==> src/tcdm_fifo_params.svh <==
// bus widths and default queue depth for the tcdm fifo; the data width must be a multiple of 8
`ifndef TCDM_FIFO_PARAMS_SVH
`define TCDM_FIFO_PARAMS_SVH

// address bus width in bits
`define TCDM_FIFO_AW 32

// data bus width, also sets the byte enable count
`define TCDM_FIFO_DW 32

// transaction id width
`define TCDM_FIFO_IW 8

// entries per queue, at least 2
`define TCDM_FIFO_DEPTH 8

`endif

==> src/tcdm_fifo_pkg.sv <==
// field and word types of the tcdm fifo, all sized from the macros in the params header
package tcdm_fifo_pkg;

  `include "tcdm_fifo_params.svh"

  // single bus fields
  typedef logic [`TCDM_FIFO_AW-1:0]   addr_t;
  typedef logic [`TCDM_FIFO_DW-1:0]   data_t;
  typedef logic [`TCDM_FIFO_DW/8-1:0] be_t;  // one bit per byte lane
  typedef logic [`TCDM_FIFO_IW-1:0]   id_t;

  // request word, one request queue entry (77 bits at default widths)
  typedef struct packed {
    addr_t add;   // target address
    data_t data;  // write data, don't care on reads
    be_t   be;    // byte enables
    logic  wen;   // 1 = read, 0 = write, as on the tcdm bus
    id_t   id;    // transaction id, returned with the response
  } req_word_t;

  // response word, one response queue entry (40 bits)
  typedef struct packed {
    data_t r_data;  // read data
    id_t   r_id;    // id of the request being answered
  } rsp_word_t;

endpackage

==> src/tcdm_fifo_queue.sv <==
// single clock circular buffer; depth must be at least 2; pop_data_o is only valid with pop_valid_o
`timescale 1ns/1ps

`include "tcdm_fifo_params.svh"

module tcdm_fifo_queue #(
  parameter type         payload_t = tcdm_fifo_pkg::data_t,
  parameter int unsigned depth     = `TCDM_FIFO_DEPTH
) (
  input  logic     clk_i,
  input  logic     rst_ni,
  input  logic     clear_i,      // synchronous flush of all entries

  input  logic     push_valid_i,
  input  payload_t push_data_i,
  output logic     push_ready_o,  // low only when all entries are taken

  output logic     pop_valid_o,
  output payload_t pop_data_o,
  input  logic     pop_ready_i,

  output logic     empty_o
);

  localparam int unsigned ptr_w = $clog2(depth);
  localparam int unsigned cnt_w = $clog2(depth + 1);  // must be able to hold depth itself

  payload_t         mem_q [depth];  // storage, no reset needed
  logic [ptr_w-1:0] wr_ptr_q;       // next slot to write
  logic [ptr_w-1:0] rd_ptr_q;       // current head
  logic [cnt_w-1:0] count_q;        // occupied entries

  logic push;
  logic pop;

  // advance with wrap at depth-1, so non power of two depths work too
  function automatic logic [ptr_w-1:0] next_ptr(input logic [ptr_w-1:0] ptr);
    logic [ptr_w-1:0] nxt;
    if (ptr == ptr_w'(depth - 1)) begin
      nxt = '0;
    end else begin
      nxt = ptr + 1'b1;
    end
    return nxt;
  endfunction

  // handshake status straight from the counter
  assign push_ready_o = (count_q != cnt_w'(depth));
  assign pop_valid_o  = (count_q != '0);
  assign empty_o      = (count_q == '0);

  assign push = push_valid_i & push_ready_o;  // a full queue never overwrites
  assign pop  = pop_valid_o & pop_ready_i;

  assign pop_data_o = mem_q[rd_ptr_q];  // head read is combinational

  // pointers and occupancy
  always_ff @(posedge clk_i or negedge rst_ni) begin
    if (!rst_ni) begin
      wr_ptr_q <= '0;
      rd_ptr_q <= '0;
      count_q  <= '0;
    end else if (clear_i) begin
      wr_ptr_q <= '0;
      rd_ptr_q <= '0;
      count_q  <= '0;
    end else begin
      if (push) begin
        wr_ptr_q <= next_ptr(wr_ptr_q);
      end
      if (pop) begin
        rd_ptr_q <= next_ptr(rd_ptr_q);
      end
      // simultaneous push and pop leave the count unchanged
      if (push && !pop) begin
        count_q <= count_q + 1'b1;
      end else if (pop && !push) begin
        count_q <= count_q - 1'b1;
      end
    end
  end

  // entry written at the edge of the push, seen at pop one cycle later
  always_ff @(posedge clk_i) begin
    if (push) begin
      mem_q[wr_ptr_q] <= push_data_i;
    end
  end

endmodule

==> src/tcdm_fifo_resp_capture.sv <==
// holds one response only; a second response while one is held and push_ready_i is low overwrites it
`timescale 1ns/1ps

module tcdm_fifo_resp_capture (
  input  logic                     clk_i,
  input  logic                     rst_ni,
  input  logic                     clear_i,

  input  logic                     r_valid_i,     // from the memory, ignores r_ready
  input  tcdm_fifo_pkg::rsp_word_t r_data_i,

  input  logic                     push_ready_i,  // response queue has space
  output logic                     push_valid_o,
  output tcdm_fifo_pkg::rsp_word_t push_data_o
);

  import tcdm_fifo_pkg::*;

  rsp_word_t data_q;  // last response seen on the bus
  logic      held_q;  // data_q still waits for the queue

  // live response has priority, the held one fills in otherwise
  assign push_valid_o = r_valid_i | held_q;
  assign push_data_o  = r_valid_i ? r_data_i : data_q;

  // held flag
  always_ff @(posedge clk_i or negedge rst_ni) begin
    if (!rst_ni) begin
      held_q <= 1'b0;
    end else if (clear_i) begin
      held_q <= 1'b0;
    end else if (r_valid_i) begin
      held_q <= ~push_ready_i;  // keep it only if the queue refused it
    end else if (held_q && push_ready_i) begin
      held_q <= 1'b0;  // held entry drained into the queue
    end
  end

  // capture every response, only read back while held_q is set
  always_ff @(posedge clk_i) begin
    if (r_valid_i) begin
      data_q <= r_data_i;
    end
  end

endmodule

==> src/tcdm_fifo.sv <==
// single clock tcdm decoupling fifo; the memory must answer at most one response per granted read
`timescale 1ns/1ps

module tcdm_fifo (
  input  logic                 clk_i,
  input  logic                 rst_ni,
  input  logic                 clear_i,

  // target side, driven by the upstream initiator
  input  logic                 tgt_req_i,
  output logic                 tgt_gnt_o,
  input  tcdm_fifo_pkg::addr_t tgt_add_i,
  input  tcdm_fifo_pkg::data_t tgt_data_i,
  input  tcdm_fifo_pkg::be_t   tgt_be_i,
  input  logic                 tgt_wen_i,
  input  tcdm_fifo_pkg::id_t   tgt_id_i,
  output logic                 tgt_r_valid_o,
  input  logic                 tgt_r_ready_i,
  output tcdm_fifo_pkg::data_t tgt_r_data_o,
  output tcdm_fifo_pkg::id_t   tgt_r_id_o,

  // initiator side, towards the memory
  output logic                 init_req_o,
  input  logic                 init_gnt_i,
  output tcdm_fifo_pkg::addr_t init_add_o,
  output tcdm_fifo_pkg::data_t init_data_o,
  output tcdm_fifo_pkg::be_t   init_be_o,
  output logic                 init_wen_o,
  output tcdm_fifo_pkg::id_t   init_id_o,
  input  logic                 init_r_valid_i,
  output logic                 init_r_ready_o,
  input  tcdm_fifo_pkg::data_t init_r_data_i,
  input  tcdm_fifo_pkg::id_t   init_r_id_i,

  output logic                 empty_o  // both queues empty
);

  import tcdm_fifo_pkg::*;

  // request path
  req_word_t req_push_word;
  req_word_t req_pop_word;
  logic      req_pop_valid;
  logic      req_pop_ready;
  logic      req_empty;

  // response path
  rsp_word_t rsp_bus_word;   // as it comes from the memory
  rsp_word_t rsp_push_word;  // after the capture register
  rsp_word_t rsp_pop_word;
  logic      rsp_push_valid;
  logic      rsp_push_ready;
  logic      rsp_empty;

  logic issue;  // head may go out, there is room for its response

  // pack the incoming request
  assign req_push_word.add  = tgt_add_i;
  assign req_push_word.data = tgt_data_i;
  assign req_push_word.be   = tgt_be_i;
  assign req_push_word.wen  = tgt_wen_i;
  assign req_push_word.id   = tgt_id_i;

  tcdm_fifo_queue #(
    .payload_t ( req_word_t )
  ) u_req_queue (
    .clk_i        ( clk_i         ),
    .rst_ni       ( rst_ni        ),
    .clear_i      ( clear_i       ),
    .push_valid_i ( tgt_req_i     ),
    .push_data_i  ( req_push_word ),
    .push_ready_o ( tgt_gnt_o     ),  // gnt is plain queue space
    .pop_valid_o  ( req_pop_valid ),
    .pop_data_o   ( req_pop_word  ),
    .pop_ready_i  ( req_pop_ready ),
    .empty_o      ( req_empty     )
  );

  // no new request while a response could find the queue full
  assign issue         = req_pop_valid & rsp_push_ready;
  assign init_req_o    = issue;
  assign req_pop_ready = issue & init_gnt_i;  // pop on req and gnt

  // unpack the head onto the memory port
  assign init_add_o  = req_pop_word.add;
  assign init_data_o = req_pop_word.data;
  assign init_be_o   = req_pop_word.be;
  assign init_wen_o  = req_pop_word.wen;
  assign init_id_o   = req_pop_word.id;

  assign rsp_bus_word.r_data = init_r_data_i;
  assign rsp_bus_word.r_id   = init_r_id_i;

  // catches a response that arrives while the queue is full
  tcdm_fifo_resp_capture u_rsp_capture (
    .clk_i        ( clk_i          ),
    .rst_ni       ( rst_ni         ),
    .clear_i      ( clear_i        ),
    .r_valid_i    ( init_r_valid_i ),
    .r_data_i     ( rsp_bus_word   ),
    .push_ready_i ( rsp_push_ready ),
    .push_valid_o ( rsp_push_valid ),
    .push_data_o  ( rsp_push_word  )
  );

  tcdm_fifo_queue #(
    .payload_t ( rsp_word_t )
  ) u_rsp_queue (
    .clk_i        ( clk_i          ),
    .rst_ni       ( rst_ni         ),
    .clear_i      ( clear_i        ),
    .push_valid_i ( rsp_push_valid ),
    .push_data_i  ( rsp_push_word  ),
    .push_ready_o ( rsp_push_ready ),
    .pop_valid_o  ( tgt_r_valid_o  ),
    .pop_data_o   ( rsp_pop_word   ),
    .pop_ready_i  ( tgt_r_ready_i  ),
    .empty_o      ( rsp_empty      )
  );

  assign init_r_ready_o = rsp_push_ready;  // advisory, the capture register covers one miss

  assign tgt_r_data_o = rsp_pop_word.r_data;
  assign tgt_r_id_o   = rsp_pop_word.r_id;

  assign empty_o = req_empty & rsp_empty;

endmodule

==> config.mk <==
export PLATFORM = sky130hd
export DESIGN_NAME = tcdm_fifo
export DESIGN_NICKNAME = d
export VERILOG_FILES = /design/src/tcdm_fifo_pkg.sv /design/src/tcdm_fifo_queue.sv /design/src/tcdm_fifo_resp_capture.sv /design/src/tcdm_fifo.sv
export VERILOG_INCLUDE_DIRS = /design/src
export SDC_FILE = /design/constraint.sdc
export NUM_CORES = 1
export LEC_CHECK = 0
export BUFFER_PORTS_ARGS = -buffer_cell sky130_fd_sc_hd__buf_2
export CAP_MARGIN = 10
export CELL_PAD_IN_SITES_DETAIL_PLACEMENT = 1
export CELL_PAD_IN_SITES_GLOBAL_PLACEMENT = 1
export CORE_MARGIN = 3
export CORE_UTILIZATION = 27
export CTS_CLUSTER_SIZE = 10
export DETAILED_ROUTE_END_ITERATION = 8
export MAX_ROUTING_LAYER = met4
export PLACE_DENSITY = 0.48
export SYNTH_ARGS = -nofsm -noshare
export SYNTH_HDL_FRONTEND = slang
export SYNTH_SLANG_ARGS = --single-unit
==> constraint.sdc <==
create_clock -name clk_i -period 10.7 [get_ports clk_i]
set_input_delay 2.14 -clock clk_i [delete_from_list [all_inputs] [get_ports clk_i]]
set_output_delay 2.14 -clock clk_i [all_outputs]
set_load 0.02 [all_outputs]
==> results of run 1 <==
-- per-stage QoR --
stage | hold WS (ns) | cells | total power, mW | utilization (%)
after floorplan | 0.517 | 1594 | 6.18 | -
after global placement | 0.541 | 3660 | 6.84 | 29.9
after detailed placement | 0.561 | 3660 | 6.88 | 29.9
after CTS | 0.574 | 3856 | 10.5 | 32.4
after global routing | 0.607 | 3870 | 10.8 | 32.4
final | 0.571 | 3871 | 10.3 | 32.4
-- cell families (layout without fill, tap and decap cells) --
| group | Yosys count | in the layout | share of synthesized area [%] |
|---|---|---|---|
| AOI/OAI and AO/OA | 26 | 26 | 0.488 |
| other | 0 | 15 | 0 |
| buffers and inverters | 84 | 483 | 0.930 |
| xor gates and xnor gates | 2 | 2 | 0.0465 |
| muxes | 397 | 397 | 18.8 |
| adders and majority gates | 14 | 14 | 0.505 |
| DFF | 997 | 997 | 78.1 |
| and+or+nand+nor | 74 | 74 | 1.05 |
-- layer usage --
layer | vias up | global-route usage (%)
li1 | 7380 | -
met1 | 9243 | 15.7
met2 | 367 | 21.0
met3 | 127 | 3.84
met4 | 0 | 3.81
met5 | - | -
-- synthesized netlist by cell type (4+ instances only) --
master	number
a21oi_1	13
buf_1	8
buf_2	22
clkbuf_1	44
dfrtp_1	21
dfxtp_1	40
edfxtp_1	936
ha_1	12
inv_1	7
mux2_2	158
mux2i_1	4
mux4_2	234
nand2_1	15
nand2b_1	4
nand3_1	5
nor2_1	17
nor3_1	16
o21ai_0	4
-- worst max path at each step --
stage,start,to,slack (ns),depth (start not counted)
after CTS,u_rsp_queue.rd_ptr_q[0],tgt_r_data_o[6],4.50,5
final,u_rsp_queue.rd_ptr_q[0],tgt_r_data_o[6],4.73,5
after detailed placement,u_rsp_queue.rd_ptr_q[0],tgt_r_data_o[6],5.33,5
after floorplan,tgt_req_i,u_req_queue.mem_q[0][0],0.44,2
after global routing,u_req_queue.rd_ptr_q[0],init_add_o[24],4.35,4
after global placement,u_req_queue.rd_ptr_q[0],init_add_o[25],5.33,4
-- final cells by class --
cell class	instances	area share (%)
sequential	997	65.8
multi-input combinational	513	17.8
clock buffer	178	7.02
tap	1863	5.21
timing repair buffer	278	3.32
clock inverter	18	0.651
antenna	15	0.0839
inverter	9	0.0755
-- report_power, final --
| group | internal [mW] | leakage (nW) | switching (mW) | total (mW) |
|---|---|---|---|---|
| clock network | 2.04 | 1.62 | 1.55 | 3.59 |
| registers | 4.52 | 9.11 | 0.146 | 4.66 |
| logic | 0.933 | 3.34 | 1.12 | 2.05 |
| total | 7.49 | 14.1 | 2.81 | 10.3 |
-- registers in the layout, indices dropped and copies added (netlist names) --
register,cells
u_rsp_queue.wr_ptr_q,3
u_rsp_queue.rd_ptr_q,3
u_rsp_capture.data_q,40
u_rsp_capture.held_q,1
u_rsp_queue.count_q,4
u_rsp_queue.mem_q,320
u_req_queue.mem_q,616
u_req_queue.count_q,4
u_req_queue.rd_ptr_q,3
u_req_queue.wr_ptr_q,3
==> impl_metrics.tcl, run 1 <==
set metrics [dict create \
    worst_slew_pin_slew_ns 1.12 \
    antenna_found_initial 21 \
    clockBufferDepth 3 \
    min_from "u_rsp_capture.data_q[19]" \
    synth_cell_types 43 \
    start_util_pct 27.3 \
    seq_area_um2 29500 \
    cpPeakStageDelay_ns 0.74 \
    grt_max_degree 113 \
    ys.flop_type "edfxtp_1" \
    finalMaxSlewViolations 0 \
    wl_met2_um 44700 \
    worstPathCellList "buf_4 -> buf_4 -> mux4_2 -> mux2_2 -> buf_2" \
    rrSetupSlack_ns 7.60 \
    cp_num_buf_inv 3 \
    postLayoutCellArea_um2 44800 \
    h-tree-depth 3 \
    hold_depth 1 \
    power.density_nw_per_um2 230 \
    peakVddDrop_mv 0.150 \
    routed_wl_um 91100 \
    layout-drive-gt1-share_pct 41.7 \
    cp_max_fo 40 \
    highest_layer "met4" \
    cts_hold_buf 0 \
    grt-ovfl-total 0 \
    multi_input_area_um2 7990 \
    hp-class "reg -> reg" \
    via_per_inst 4.42 \
    finalSetupTns_ns 0 \
    synth_nets 1732 \
    drv_cap 0 \
    gr-usage-all-layers_pct 13.0 \
    slew_headroom_pct 25.4 \
    wl_met1_um 38600 \
    ant_nets 0 \
    post-route-period-util_pct 55.8 \
    timing_hold_violations_final 0 \
    areaGrowthSynthToFinish_pct 18.8 \
    mostFrequentLayoutCell "edfxtp_1" \
    synth_edf_count 936 \
    die_area_um2 144000 \
    crit_slowest_cell "buf_4" \
    crit_arrival_ns 3.83 \
    outcome "complete, no violations" \
    cp_common_cell "buf_4" \
    clk_latency_ns 0.73 \
    first_global_vias 19258 \
    end_kind "output port" \
    ctsResizeCount 0 \
    final_cell_mix "936 x edfxtp_1, 245 x buf_2, 234 x mux4_2" \
    post-place-ws_ns 5.33 \
    r2r_end "u_req_queue.mem_q[1][60]" \
    clock_sinks 997 \
    row_count 136 \
    netlist.top_cell.by_area "edfxtp_1" \
    p_leak_nw 14.1 \
    path_delay_family "buffers and inverters" \
    io_buffer_count 245 \
    seq_area_frac_synth_pct 78.1 \
    dp_hpwl_um 47900 \
    period_needed_ns 5.97 \
    fmax_mhz 168 \
    yosysWarnings 0 \
    synth_area_leaders "edfxtp_1 75%, mux4_2 14%, mux2_2 4.7%, dfxtp_1 2.1%, dfrtp_1 1.4%" \
    synth.avg_cell_area_um2 23.6 \
    synth_top_area_share_pct 74.6 \
    critPathLaunchType "flop" \
    synth_cells 1594 \
    r2r-start "u_req_queue.count_q[1]" \
    drc 0 \
    min_to "u_rsp_capture.data_q[19]" \
    wl_met3_um 5910 \
    cts_made_buffers 115 \
    fillers 13599 \
    wl_per_cell_um 23.5 \
    core_area_um2 138000 \
    root_buffer "clkbuf_16" \
    ios 246 \
    gp_congestion 0.683 \
    vias 17117 \
    cts_tree "yes" \
    post_cts_buffers 0 \
    r2r_cells 5 \
    synthArstFlopShare_pct 2.11 \
    synth_seq_cells 997 \
    setup_violations 0 \
    required_ns 8.56 \
    setup_ws_ns 4.73 \
    rsz0062_at_grt "false" \
    nets 2052 \
    dr.pass1.iters 5 \
    die_h_um 380 \
    critical_path_class "reg -> out" \
    initialDrtViolationCount 936 \
    clkTransAtPathRegs_ns 0.05 \
    worst_clock_skew_ns 0.0705 \
    synth_area_um2 37700 \
    grt_pass1_wl_um 134000 \
    place_area_um2 41300 \
    die_x_um 380 \
]
No activity file was read; power rests on OpenSTA's default activity.
==> inputs of run 2 (changes only) <==
Clock period 10.7 ns to 6.05 ns, I/O delays scaled along.
==> impl_metrics.tcl, run 2 (same netlist as run 1, synthesis figures left out) <==
set metrics [dict create \
    pwr-share-seq_pct 45.8 \
    worstPathCellList "buf_4 -> mux4_2 -> mux2_2 -> buf_2" \
    layout-drive-gt1-share_pct 42.2 \
    row_count 136 \
    core_area_um2 138000 \
    required_ns 4.84 \
    initialDrtViolationCount 1052 \
    top_regs "u_req_queue.mem_q (616), u_rsp_queue.mem_q (320), u_rsp_capture.data_q (40)" \
    gr-usage-all-layers_pct 12.8 \
    dr.pass1.iters 5 \
    die_x_um 380 \
    period_needed_ns 4.55 \
    top_register "u_req_queue.mem_q" \
    clkTransAtPathRegs_ns 0.06 \
    final_cell_mix "936 x edfxtp_1, 245 x buf_2, 234 x mux4_2" \
    via_per_inst 4.44 \
    critPathLaunchType "flop" \
    p_leak_nw 14.1 \
    h-tree-depth 3 \
    r2r-start "u_rsp_queue.count_q[0]" \
    hp-class "in -> async" \
    crit_slowest_cell "dfrtp_4" \
    gp_congestion 0.696 \
    grt_pass1_wl_um 133000 \
    finalSetupTns_ns 0 \
    slew_headroom_pct 23.7 \
    peakVddDrop_mv 0.252 \
    cts_tree "yes" \
    switching_power_mw 4.96 \
    root_buffer "clkbuf_16" \
    placedCellCount 3658 \
    cpPeakStageDelay_ns 0.95 \
    io_buffer_count 245 \
    timing_hold_violations_final 0 \
    fillers 13598 \
    first_global_vias 19244 \
    final_cells 3856 \
    wl_per_cell_um 23.3 \
    outcome "complete, no violations" \
    cp_num_buf_inv 2 \
    fmax_mhz 220 \
    finalMaxSlewViolations 0 \
    die_area_um2 144000 \
    clock_sinks 997 \
    cts_hold_buf 0 \
    antenna_found_initial 27 \
    mostFrequentLayoutCell "edfxtp_1" \
    vias 17131 \
    drv_cap 0 \
    grt-ovfl-total 0 \
    routed_wl_um 89900 \
    die_h_um 380 \
    seq_area_um2 29500 \
    rsz0062_at_grt "false" \
    post-route-period-util_pct 75.2 \
    multi_input_area_um2 8000 \
    nets 2051 \
    clk_latency_ns 0.75 \
    ant_nets 0 \
    clockBufferDepth 3 \
    worst_slew_pin_slew_ns 1.14 \
    comb_power_share_pct 20.1 \
    crit_arrival_ns 3.34 \
    path_delay_family "flip-flops" \
    ios 246 \
    sw_frac_of_total_pct 27.4 \
    post_cts_buffers 0 \
    grt_max_degree 111 \
    end_kind "output port" \
    critical_path_class "reg -> out" \
    dp_hpwl_um 47800 \
    start_util_pct 27.3 \
    cts_made_buffers 115 \
    setup_violations 0 \
    cp_max_fo 38 \
    drc 0 \
    clockPowerShare_pct 34.2 \
    power.density_nw_per_um2 405 \
    worst_clock_skew_ns 0.0762 \
    internal_power_mw 13.2 \
    areaGrowthSynthToFinish_pct 19.0 \
    ctsResizeCount 0 \
    largest_reg_flops 616 \
    worstSetupStartpoint "u_req_queue.rd_ptr_q[0]" \
]
[run 2: worst reg2reg max path: stages, from the launching register on]
cell and delay [ns]:
dfrtp_1 0.47, nor4b_4 0.52, inv_1 0.21, nand3_2 0.21
nand3_1 0.18, ha_1 0.31, a21o_2 0.21, a21oi_1 0.17
mux2i_1 0.23, mux2_1 0.33
[run 2: power by group through the flow]
stage                     combinational, mW  clock [mW]  sequential, mW
after floorplan                        2.68           0            8.24
after global placement                 3.72           0            8.44
after detailed placement               3.76           0            8.47
after CTS                              3.78        6.46            8.33
after global routing                   3.97        6.72            8.36
final                                  3.64        6.20            8.30
[run 2: cell type report]
class / count / share of cell area (%)
multi-input cells: 513 / 17.8
flip-flops and latches: 997 / 65.7
repair buffers: 277 / 3.64
inverters: 9 / 0.0754
diodes: 23 / 0.128
clock inverters: 19 / 0.581
clock buffers: 155 / 6.82
well taps: 1863 / 5.20
[run 2: worst paths after layout]
check / end / slack (ns) / cells past startpoint
min in group clk_i: u_rsp_capture.data_q[4] / 0.58 / 1
min: u_rsp_queue.count_q[1] / 0.53 / 1
max in group asynchronous: u_req_queue.rd_ptr_q[0] / 5.06 / 1
max: init_id_o[4] / 1.50 / 4
min reg2reg: u_rsp_capture.data_q[4] / 0.58 / 1
max reg2reg: u_req_queue.count_q[3] / 3.09 / 9
[run 2: per-layer routing]
metal  vias to the layer above  wire (um)  part of all wire (%)  global-route usage [%]
li1                       7371          -                     -                       -
met2                       364      44500                    49                    20.9
met4                         0       2150                   2.4                    3.65
met3                       158       5950                   6.6                    4.07
met5                         -          0                     0                       -
met1                      9238      37300                    42                    15.1
[run 2: per-stage QoR]
stage          setup WS (ns)  cell area (um^2)  util (%)  hold WS, ns  power [mW]
4_1_cts                 1.29             44800      32.4        0.472        18.6
3_5_place_dp            1.97             41400      30.0        0.565        12.2
3_3_place_gp            2.04             41400      30.0        0.544        12.2
2_1_floorplan          -1.22             37700         -        0.517        10.9
6_report                1.50             44800      32.5        0.532        18.1
5_1_grt                 1.19             44800      32.5        0.517        19.0
